--- src/include/mapper_config.svh ---
`ifndef MAPPER_CONFIG_SVH
`define MAPPER_CONFIG_SVH

// number of address regions decoded from the register file
`define MAPPER_REGIONS 8

// register file depth in bytes
`define MAPPER_MMR_DEPTH 32

// byte latch towards the sound CPU
`define MAPPER_SND_LATCH 3

// region registers start here, two bytes per region
`define MAPPER_REGION_BASE 16

// offset of the control byte inside a region pair
// bits 3..2 wait code, bits 1..0 size code
`define MAPPER_CTL_OFS 0

// offset of the base byte inside a region pair
`define MAPPER_BASE_OFS 1

`endif

--- src/mapper_pkg.sv ---
`default_nettype none

`include "mapper_config.svh"

package mapper_pkg;

    // span of one region taken from control bits 1..0
    typedef enum logic [1:0] {
        size_64k  = 2'd0,
        size_128k = 2'd1,
        size_512k = 2'd2,
        size_2m   = 2'd3
    } region_size_t;

    // wait-state code taken from control bits 3..2
    typedef logic [1:0] dtack_t;

    // one-hot region select that is all zero when no region matches
    typedef logic [`MAPPER_REGIONS-1:0] region_sel_t;

    // byte address inside the register file
    typedef logic [$clog2(`MAPPER_MMR_DEPTH)-1:0] mmr_index_t;

    // one byte per region for both the base and the control arrays
    typedef logic [`MAPPER_REGIONS-1:0][7:0] region_bytes_t;

endpackage

`default_nettype wire

--- src/mapper_regs.sv ---
`timescale 1ns/1ps
`default_nettype none

`include "mapper_config.svh"

module mapper_regs import mapper_pkg::*; (
    input  wire           clk,
    input  wire           rst,
    input  wire           cpu_asn,
    input  wire [1:0]     cpu_dswn,
    input  mmr_index_t    cpu_index,
    input  wire [7:0]     cpu_data,
    input  wire           region_hit,
    input  mmr_index_t    mcu_index,
    input  wire [7:0]     mcu_data,
    input  wire           mcu_wr,
    input  wire           sndmap_rd,
    output region_bytes_t region_base,
    output region_bytes_t region_ctl,
    output wire [7:0]     sndmap_dout,
    output logic          sndmap_obf
);

    logic [7:0] mmr [`MAPPER_MMR_DEPTH];

    // high while the CPU still owns the register file
    logic       cpu_sel;

    mmr_index_t wr_index;
    logic [7:0] wr_data;
    logic       wr_en;
    logic       cpu_wr;
    logic       snd_wr;

    // CPU writes only the low byte, and only outside every mapped region
    assign cpu_wr = ~cpu_asn & ~cpu_dswn[0] & ~region_hit;

    // write source follows the current owner
    assign wr_index = cpu_sel ? cpu_index : mcu_index;
    assign wr_data  = cpu_sel ? cpu_data : mcu_data;
    assign wr_en    = cpu_sel ? cpu_wr : mcu_wr;

    assign snd_wr = wr_en && (wr_index == mmr_index_t'(`MAPPER_SND_LATCH));

    always_ff @(posedge clk or posedge rst) begin
        if (rst) begin
            for (int i = 0; i < `MAPPER_MMR_DEPTH; i++) begin
                mmr[i] <= '0;
            end
            cpu_sel    <= 1'b1;
            sndmap_obf <= 1'b0;
        end else begin
            // first MCU write takes over until the next reset
            if (mcu_wr) begin
                cpu_sel <= 1'b0;
            end
            if (wr_en) begin
                mmr[wr_index] <= wr_data;
            end
            // sound CPU read clears the flag, even against a new write
            if (sndmap_rd) begin
                sndmap_obf <= 1'b0;
            end else if (snd_wr) begin
                sndmap_obf <= 1'b1;
            end
        end
    end

    assign sndmap_dout = mmr[`MAPPER_SND_LATCH];

    // region pairs sit at the top half of the map
    for (genvar r = 0; r < `MAPPER_REGIONS; r++) begin : g_region
        assign region_ctl[r]  = mmr[`MAPPER_REGION_BASE + 2*r + `MAPPER_CTL_OFS];
        assign region_base[r] = mmr[`MAPPER_REGION_BASE + 2*r + `MAPPER_BASE_OFS];
    end

    // the buffer-full flag only rises after a latch write
    a_obf_source: assert property (@(posedge clk) disable iff (rst)
        $rose(sndmap_obf) |-> $past(snd_wr));

    // MCU ownership is sticky
    a_owner_sticky: assert property (@(posedge clk) disable iff (rst)
        !cpu_sel |=> !cpu_sel);

endmodule

`default_nettype wire

--- src/region_decode.sv ---
`timescale 1ns/1ps
`default_nettype none

`include "mapper_config.svh"

module region_decode import mapper_pkg::*; (
    input  wire [23:1]    addr,
    input  wire [2:0]     cpu_fc,
    input  region_bytes_t region_base,
    input  region_bytes_t region_ctl,
    output region_sel_t   active,
    output dtack_t        dtack_cyc
);

    region_sel_t  hit;
    region_size_t size;

    // raw match of every region with overlaps allowed
    always_comb begin
        hit  = '0;
        size = size_64k;
        for (int r = 0; r < `MAPPER_REGIONS; r++) begin
            size = region_size_t'(region_ctl[r][1:0]);
            case (size)
                // 64 KB compares the full base byte
                size_64k:  hit[r] = addr[23:16] == region_base[r];
                // 128 KB
                size_128k: hit[r] = addr[23:17] == region_base[r][7:1];
                // 512 KB
                size_512k: hit[r] = addr[23:19] == region_base[r][7:3];
                // 2 MB compares only three base bits
                size_2m:   hit[r] = addr[23:21] == region_base[r][7:5];
                default:   hit[r] = 1'b0;
            endcase
        end
    end

    always_comb begin
        // lowest numbered region wins
        active = hit & (~hit + region_sel_t'(1));
        // interrupt acknowledge cycles decode nothing
        if (&cpu_fc) begin
            active = '0;
        end
    end

    // wait code of the selected region, zero without a hit
    always_comb begin
        dtack_cyc = '0;
        for (int r = 0; r < `MAPPER_REGIONS; r++) begin
            if (active[r]) begin
                dtack_cyc = region_ctl[r][3:2];
            end
        end
    end

    always_comb begin
        a_onehot: assert ($onehot0(active))
        else $error("region select is not one-hot: %b", active);
    end

endmodule

`default_nettype wire

--- src/vint_irq.sv ---
`timescale 1ns/1ps
`default_nettype none

module vint_irq (
    input  wire  clk,
    input  wire  rst,
    input  wire  vint,
    input  wire  int_ack,
    output logic irqn
);

    // vint from the previous clock
    logic last_vint;
    logic vint_rise;

    assign vint_rise = vint & ~last_vint;

    always_ff @(posedge clk or posedge rst) begin
        if (rst) begin
            last_vint <= 1'b0;
            irqn      <= 1'b1;
        end else begin
            last_vint <= vint;
            // acknowledge beats a fresh edge
            if (int_ack) begin
                irqn <= 1'b1;
            end else if (vint_rise) begin
                irqn <= 1'b0;
            end
        end
    end

    // request is always released after an acknowledge
    a_ack_clears: assert property (@(posedge clk) disable iff (rst)
        int_ack |=> irqn);

endmodule

`default_nettype wire

--- src/bus_arbiter.sv ---
`timescale 1ns/1ps
`default_nettype none

module bus_arbiter (
    input  wire clk,
    input  wire rst,
    input  wire cen,
    input  wire dev_br,
    input  wire cpu_bgn,
    input  wire cpu_asn,
    input  wire cpu_dtackn,
    output wire cpu_brn,
    output wire cpu_bgackn
);

    typedef enum logic [1:0] {
        st_idle = 2'd0,
        st_req  = 2'd1,
        st_own  = 2'd2
    } arb_state_t;

    arb_state_t state;

    // CPU has granted and finished its own cycle
    logic bus_free;

    assign bus_free = ~cpu_bgn & cpu_asn & cpu_dtackn;

    always_ff @(posedge clk or posedge rst) begin
        if (rst) begin
            state <= st_idle;
        end else if (cen) begin
            case (state)
                st_idle: if (dev_br) state <= st_req;
                // wait for grant plus an idle bus
                st_req:  if (bus_free) state <= st_own;
                // device keeps the bus while dev_br stays high
                st_own:  if (!dev_br) state <= st_idle;
                default: state <= st_idle;
            endcase
        end
    end

    // BR only while requesting, BGACK releases it
    assign cpu_brn    = state != st_req;
    assign cpu_bgackn = state != st_own;

    a_no_overlap: assert property (@(posedge clk) disable iff (rst)
        !(!cpu_brn && !cpu_bgackn));

endmodule

`default_nettype wire

--- src/mapper_top.sv ---
`timescale 1ns/1ps
`default_nettype none

module mapper_top import mapper_pkg::*; (
    input  wire         clk,
    input  wire         rst,
    input  wire         cpu_cen,
    input  wire         vint,
    // 68000 side
    input  wire [23:1]  addr,
    input  wire [15:0]  cpu_dout,
    input  wire [1:0]   cpu_dswn,
    input  wire         cpu_asn,
    input  wire [2:0]   cpu_fc,
    input  wire         cpu_dtackn,
    input  wire         cpu_bgn,
    output region_sel_t active,
    output dtack_t      dtack_cyc,
    output wire [2:0]   cpu_ipln,
    output wire         cpu_vpan,
    output wire         cpu_brn,
    output wire         cpu_bgackn,
    // MCU side
    input  mmr_index_t  mcu_addr,
    input  wire [7:0]   mcu_dout,
    input  wire         mcu_wr,
    // sound CPU side
    input  wire         sndmap_rd,
    output wire [7:0]   sndmap_dout,
    output wire         sndmap_obf,
    // external bus master
    input  wire         dev_br
);

    region_bytes_t region_base;
    region_bytes_t region_ctl;
    logic          int_ack;
    logic          irqn;

    // autovector acknowledge is FC all ones with AS asserted
    assign int_ack  = (&cpu_fc) & ~cpu_asn;
    assign cpu_vpan = ~int_ack;

    // only level 4 is ever requested
    assign cpu_ipln = {irqn, 2'b11};

    mapper_regs u_regs (
        .clk         (clk),
        .rst         (rst),
        .cpu_asn     (cpu_asn),
        .cpu_dswn    (cpu_dswn),
        .cpu_index   (addr[5:1]),
        .cpu_data    (cpu_dout[7:0]),
        .region_hit  (|active),
        .mcu_index   (mcu_addr),
        .mcu_data    (mcu_dout),
        .mcu_wr      (mcu_wr),
        .sndmap_rd   (sndmap_rd),
        .region_base (region_base),
        .region_ctl  (region_ctl),
        .sndmap_dout (sndmap_dout),
        .sndmap_obf  (sndmap_obf)
    );

    region_decode u_decode (
        .addr        (addr),
        .cpu_fc      (cpu_fc),
        .region_base (region_base),
        .region_ctl  (region_ctl),
        .active      (active),
        .dtack_cyc   (dtack_cyc)
    );

    vint_irq u_irq (
        .clk     (clk),
        .rst     (rst),
        .vint    (vint),
        .int_ack (int_ack),
        .irqn    (irqn)
    );

    bus_arbiter u_arb (
        .clk        (clk),
        .rst        (rst),
        .cen        (cpu_cen),
        .dev_br     (dev_br),
        .cpu_bgn    (cpu_bgn),
        .cpu_asn    (cpu_asn),
        .cpu_dtackn (cpu_dtackn),
        .cpu_brn    (cpu_brn),
        .cpu_bgackn (cpu_bgackn)
    );

endmodule

`default_nettype wire

--- config.mk ---
export PLATFORM = sky130hd
export DESIGN_NAME = mapper_top
export DESIGN_NICKNAME = d
export VERILOG_FILES = /design/src/mapper_pkg.sv /design/src/mapper_regs.sv /design/src/region_decode.sv /design/src/vint_irq.sv /design/src/bus_arbiter.sv /design/src/mapper_top.sv
export VERILOG_INCLUDE_DIRS = /design/src /design/src/include
export SDC_FILE = /design/constraint.sdc
export NUM_CORES = 1
export LEC_CHECK = 0
export BUFFER_PORTS_ARGS = -buffer_cell sky130_fd_sc_hd__buf_4
export CAP_MARGIN = 30
export CORE_MARGIN = 2
export CORE_UTILIZATION = 45
export DETAILED_ROUTE_END_ITERATION = 10
export GPL_ROUTABILITY_DRIVEN = 0
export PLACE_DENSITY = 0.66
export SYNTH_ARGS = -nofsm -noshare
export SYNTH_HDL_FRONTEND = slang
export SYNTH_SLANG_ARGS = --single-unit
--- constraint.sdc ---
create_clock -name clk -period 8.8 [get_ports clk]
set_input_delay 0.44 -clock clk [delete_from_list [all_inputs] [get_ports clk]]
set_output_delay 0.44 -clock clk [all_outputs]
set_load 0.005 [all_outputs]
* Word-level counts from Yosys, hierarchy flattened
Index checks and enable logic that the tools add are counted.
** Word-level totals
- Register bits :: 262
- Output and inout bits :: 25
- Word-level logic and storage cells :: 166
- Input port bits :: 67
** Operators by class
- Reduce and logical (&&, ||, !) cells :: 16
- $add $sub $neg :: 1
- Bitwise operators :: 15
- Multiplexer cells :: 31
- Order comparisons :: 2
- Eq/ne operators :: 64
** Operators with widths (count)
- bitwise mux 256 bit :: 1
- == test 8 bit :: 8
- == test 7 bit :: 8
- demux 8 bit (select 5 bit) :: 1
- == test 5 bit :: 8
- == test 2 bit, second input constant :: 17
- one-hot mux 1 bit (4 select lines) :: 8
- == test 3 bit :: 8
- 2-to-1 mux 8 bit :: 3
- 2-to-1 mux 2 bit :: 11
- == test 2 x 1 -> 1 bit, second input constant :: 9
- zero test 2 bit :: 9
- adder 8 x 1 -> 8 bit, second input constant :: 1
- AND 8 bit :: 1
- inverter 8 bit :: 1
- OR reduction 8 bit :: 1
- AND 1 bit :: 6
- greater-or-equal comparator 6 bit, second input constant :: 1
- < comparator 6 x 1 -> 1 bit, second input constant :: 1
- inequality test 2 bit, second input constant :: 3
- inverter 1 bit :: 6
- inverter 5 -> 6 bit :: 1
- one-hot mux 2 bit (3 select lines) :: 1
- == test 5 x 2 -> 1 bit, second input constant :: 1
- 7 further kinds :: 14

* Depth between registers and ports, before layout
- Depth after elaboration :: 14
- Gate-level depth with buffers :: 9
- Gate-level depth less buffers :: 7

* Cells and area by module
From an unflattened synthesis, not the netlist that was laid out.
** Second synthesis, totals
- Cell total of the unflattened synthesis :: 512
- Area, all modules :: 7039.3 sq um
** Modules (own cells, without submodules)
- mapper_regs :: cells each 346, area each 5540.3 sq um, times used 1
- region_decode :: cells each 137, area each 1249.9 sq um, times used 1
- bus_arbiter :: cells each 15, area each 125.1 sq um, times used 1
- vint_irq :: cells each 5, area each 68.8 sq um, times used 1
- mapper_top :: cells each 9, area each 55.1 sq um, times used 1

* Worst setup path after synthesis
Ideal clock, no wire load.
- Path kind :: input to register
- Start :: in addr[17] (netlist name)
- End :: reg u_regs.mmr (netlist bit u_regs.sndmap_dout[0])
- Setup time :: 0.125 ns
- Buffers on the path :: 2
- Stages on the path :: 9
- Data arrival time :: 2.579 ns
- Slack :: 6.096 ns
- Cell sequence :: buf_4 xnor2_1 o211ai_2 a211oi_1 nor3_2 a31oi_4 buf_4 nand4b_4 mux2_2
** Between the ends
- Word-level cells in the longest chain between the ends :: 10
- Elaborated cells between the ends (all ways) :: 32
- Classes of those cells :: add/sub (1); eq/ne (16); mux (10); bitwise (4); reduce/logical (1)
** Ends and longest elaborated chain
- from (decl) :: RTL line mapper_top.sv:10 : input wire [23:1] addr,
- == test 8 bit or == test 7 bit (tied branches) :: RTL line region_decode.sv:26, region_decode.sv:28
- one-hot mux 1 bit (4 select lines) :: RTL line region_decode.sv:24 : case (size)
- inverter 8 bit :: RTL line region_decode.sv:40 : active = hit & (~hit + region_sel_t'(1));
- adder 8 x 1 -> 8 bit :: RTL line region_decode.sv:40
- AND 8 bit * :: RTL line region_decode.sv:40
- 2-to-1 mux 8 bit * :: RTL line region_decode.sv:42 : if (&cpu_fc) begin
- OR reduction 8 bit * :: RTL line mapper_top.sv:54 : .region_hit (|active),
- inverter 1 bit * :: RTL line mapper_regs.sv:36 : assign cpu_wr = ~cpu_asn & ~cpu_dswn[0] & ~region_hit;
- AND 1 bit * :: RTL line mapper_regs.sv:36
- 2-to-1 mux 1 bit * :: RTL line mapper_regs.sv:41 : assign wr_en = cpu_sel ? cpu_wr : mcu_wr;
- to (signal, indexed assignment) :: RTL line mapper_regs.sv:58 : mmr[wr_index] <= wr_data;
- to (decl) :: RTL line mapper_regs.sv:24 : logic [7:0] mmr [`MAPPER_MMR_DEPTH];
Mark *: on every way between the ends. The rest lies on a longest branch, timed or not.
A chain may end at the register's enable or synchronous reset.

* Worst setup path after layout
- Start :: reg u_regs.mmr (netlist bit u_regs.region_base[19])
- End :: out dtack_cyc[0]
** Between the ends
- Word-level cells in the longest chain between the ends :: 12
- Elaborated cells between the ends (all ways) :: 14
- Classes of those cells :: add/sub (1); eq/ne (3); mux (8); bitwise (2)
** Ends and longest elaborated chain
- == test 8 bit (tied with other cells) :: RTL line region_decode.sv:26 : size_64k: hit[r] = addr[23:16] == region_base[r];
- one-hot mux 1 bit (4 select lines) * :: RTL line region_decode.sv:24
- inverter 8 bit :: RTL line region_decode.sv:40
- adder 8 x 1 -> 8 bit :: RTL line region_decode.sv:40
- AND 8 bit * :: RTL line region_decode.sv:40
- 2-to-1 mux 8 bit * :: RTL line region_decode.sv:42
- 2-to-1 mux 2 bit (5 in series) :: RTL line region_decode.sv:51 : if (active[r]) begin
- 2-to-1 mux 2 bit * :: RTL line region_decode.sv:51
- to (decl) :: RTL line mapper_top.sv:18 : output dtack_t dtack_cyc,
Marks and branches as above.

==> impl_metrics.json <==
{
  "reg2reg_to": "u_regs.sndmap_dout[6]",
  "tns_ps": 0,
  "crit_path_max_fanout": 3,
  "cpMaxStageDelayCell": "a211oi_1",
  "met3_usage_pct": 3.98,
  "synth_edf_count": 0,
  "hp-class": "in2async",
  "dp_hpwl_mm": 9.28,
  "critPathBufInv": 1,
  "instances_no_fill": 708,
  "startpoint_type": "flop",
  "power_frac_comb_pct": 23.1,
  "num_vias": 3841,
  "cts_buffers": 9,
  "antenna_found_initial": 0,
  "critical_path_class": "reg2out",
  "worst_ep_required_time_ps": 8360,
  "clkPwrFrac_pct": 29.3,
  "die_area_sq_um": 14100,
  "seq_area_frac_synth_pct": 46.4,
  "maxCapViolCount": 0,
  "synth-seq-cells": 110,
  "drc_errors": 0,
  "drv_slew": 0,
  "clock_sinks": 110,
  "grt_pass1_wl_mm": 21.6,
  "first_iter_violations": 161,
  "swShare_pct": 27.8,
  "io_buffers": 70,
  "post_cts_resized": 0,
  "root_buffer": "clkbuf_16",
  "cts-hold-fix-buffers": 0,
  "fin_crit_ps": 3260,
  "start_util_pct": 46.5,
  "cp_cell_sequence": "xnor2_1, a41oi_1, a211oi_1, nand4_1, mux2_2, a221o_1, a22o_1, buf_4",
  "cts_setup_buffers": 0,
  "drive_above_1_share_pct": 42.2,
  "htree_num_levels": 3,
  "finalPower_uw": 1410,
  "grtUsageTotal_pct": 20.0,
  "layout-area-overhead-vs-synth_pct": 15.7,
  "drt-pass1-iter-count": 4,
  "syn_area_sq_um": 5940,
  "final_cell_mix": "dfrtp_1, mux2_2, buf_4",
  "die_height_microns": 119,
  "pin_count": 92,
  "avgSynthCellArea_sq_um": 12.6,
  "use_met2_pct": 33.0,
  "busiest_layer": "met2",
  "skew_ps": 7.53,
  "p_sw_uw": 390,
  "r2r_cells": 7,
  "cpPeakStageDelay_ps": 510,
  "holdWs_ps": 166,
  "power_leakage_uw": 0.00306,
  "clk_pin_slew_ps": 70,
  "outcome": "finished clean",
  "antennaDiodeCount": 0,
  "relSlewSlack_pct": 34.9,
  "async_reset_ff_share_pct": 100,
  "grt_max_degree": 62,
  "max-vdd-ir-drop_mv": 0.173,
  "intPower_uw": 1020,
  "grt_overflow": 0,
  "reg2reg_slack_ps": 5740,
  "r2r-start": "u_regs.region_base[19]",
  "nets": 599,
  "final_common_cell": "dfrtp_1",
  "fmax_ghz": 0.306,
  "hold_viol": 0,
  "die_x_microns": 119,
  "coreArea_sq_um": 12800,
  "drt-vias-per-instance": 5.43,
  "tightest_slew_ps": 972,
  "critPathArrivalTime_ps": 2820,
  "clock_latency_ps": 360,
  "cp-end-kind": "primary output",
  "yosys_warnings": 0,
  "wl_per_cell_microns": 18.8,
  "grt_pass1_vias": 4069,
  "crit_family": "compound AO/OA/AOI/OAI gates",
  "p_seq_share_pct": 47.6,
  "cts_buffer_depth": 2,
  "finalCritPeriodShare_pct": 37.1,
  "postRouteAntennaNets": 0,
  "cts_tree": "done",
  "postRouteWirelength_mm": 13.3,
  "setup_violations": 0,
  "synth_flop_cell": "dfrtp_1",
  "rows": 41,
  "rsz0062_at_grt": "false",
  "grtUsageMet1_pct": 26.5,
  "dp_cells": 693,
  "synth_cell_type_count": 62,
  "syn-instance-count": 470,
  "powerDensity_nw_per_um2": 205,
  "cp.depth": 8
}
layout make-up:
class	instances	area, sq um
fill	1114	5910
multi-input combinational	323	2990
sequential	110	2760
timing repair buffer	72	541
clock buffer	10	239
tap	172	215
inverter	16	62.6
clock inverter	5	60.1
registers in the layout, summed over array words and instances (netlist names):
register	flops
u_regs.region_base	64
u_irq.irqn	1
u_regs.sndmap_dout	8
u_arb.state	2
u_regs.region_ctl	32
u_irq.last_vint	1
u_regs.sndmap_obf	1
u_regs.cpu_sel	1
power groups by stage:
| stage | combinational (uW) | clock [uW] | sequential (uW) |
|---|---|---|---|
| 6_report | 324 | 412 | 670 |
| 3_3_place_gp | 316 | 0 | 672 |
| 2_1_floorplan | 245 | 0 | 664 |
| 3_5_place_dp | 326 | 0 | 679 |
| 4_1_cts | 328 | 425 | 669 |
| 5_1_grt | 356 | 442 | 683 |
worst max-delay path by stage:
stage | from | endpoint | slack, ps
after floorplan | rst | u_arb.state[0] | 5460
after global placement | addr[19] | u_regs.sndmap_dout[7] | 5550
after detailed placement | addr[19] | u_regs.sndmap_dout[6] | 5510
after CTS | u_regs.region_base[19] | dtack_cyc[0] | 5570
after global routing | u_regs.region_base[20] | dtack_cyc[0] | 5400
final | u_regs.region_base[19] | dtack_cyc[0] | 5540
metrics by stage:
step / setup slack, ps / cell area [sq um] / utilization, %
2_1_floorplan: 5460 / 5940 / -
3_3_place_gp: 5550 / 6570 / 51.4
3_5_place_dp: 5510 / 6570 / 51.4
4_1_cts: 5570 / 6870 / 53.8
5_1_grt: 5400 / 6870 / 53.8
6_report: 5540 / 6870 / 53.8
worst reg2reg max path: cells and delay by family, from the launching register on:
family | cells | cell delay, ps
flops | 1 | 390
simple gates | 2 | 700
mux | 1 | 370
compound gates | 3 | 1290
xor+xnor | 1 | 190
per-layer routing:
| metal | vias up | wire, microns |
|---|---|---|
| li1 | 1795 | - |
| met1 | 1948 | 6250 |
| met2 | 85 | 6400 |
| met3 | 13 | 475 |
| met4 | 0 | 174 |
| met5 | - | 0 |
synthesized netlist by cell type, types with 6 or more instances:
cell type,instances,area (sq um)
buf_2,6,30.0
xor2_1,6,52.6
buf_4,7,52.6
inv_1,16,60.1
dfrtp_1,108,2700
o21ai_0,8,40.0
o211ai_1,7,52.6
mux2_2,102,1150
nand2_1,18,67.6
xnor2_1,58,508
clkbuf_1,7,26.3
mux2_4,12,180
nand2b_1,7,43.8
nor2_1,13,48.8
nand3_1,11,55.1
kinds of logic (layout without fill, tap and decap cells):
kind of cell           Yosys count  after routing  share of synthesized area [%]
multiplexers                   116            116                           22.7
flip-flops                     110            110                           46.4
AND/OR/NAND/NOR                 86             86                           10.3
XOR/XNOR                        64             64                           9.44
AO/OA/AOI/OAI                   55             55                           7.88
buffers and inverters           38            103                           3.22
other                            1              2                         0.0632
No activity file was read; power rests on OpenSTA's default activity.
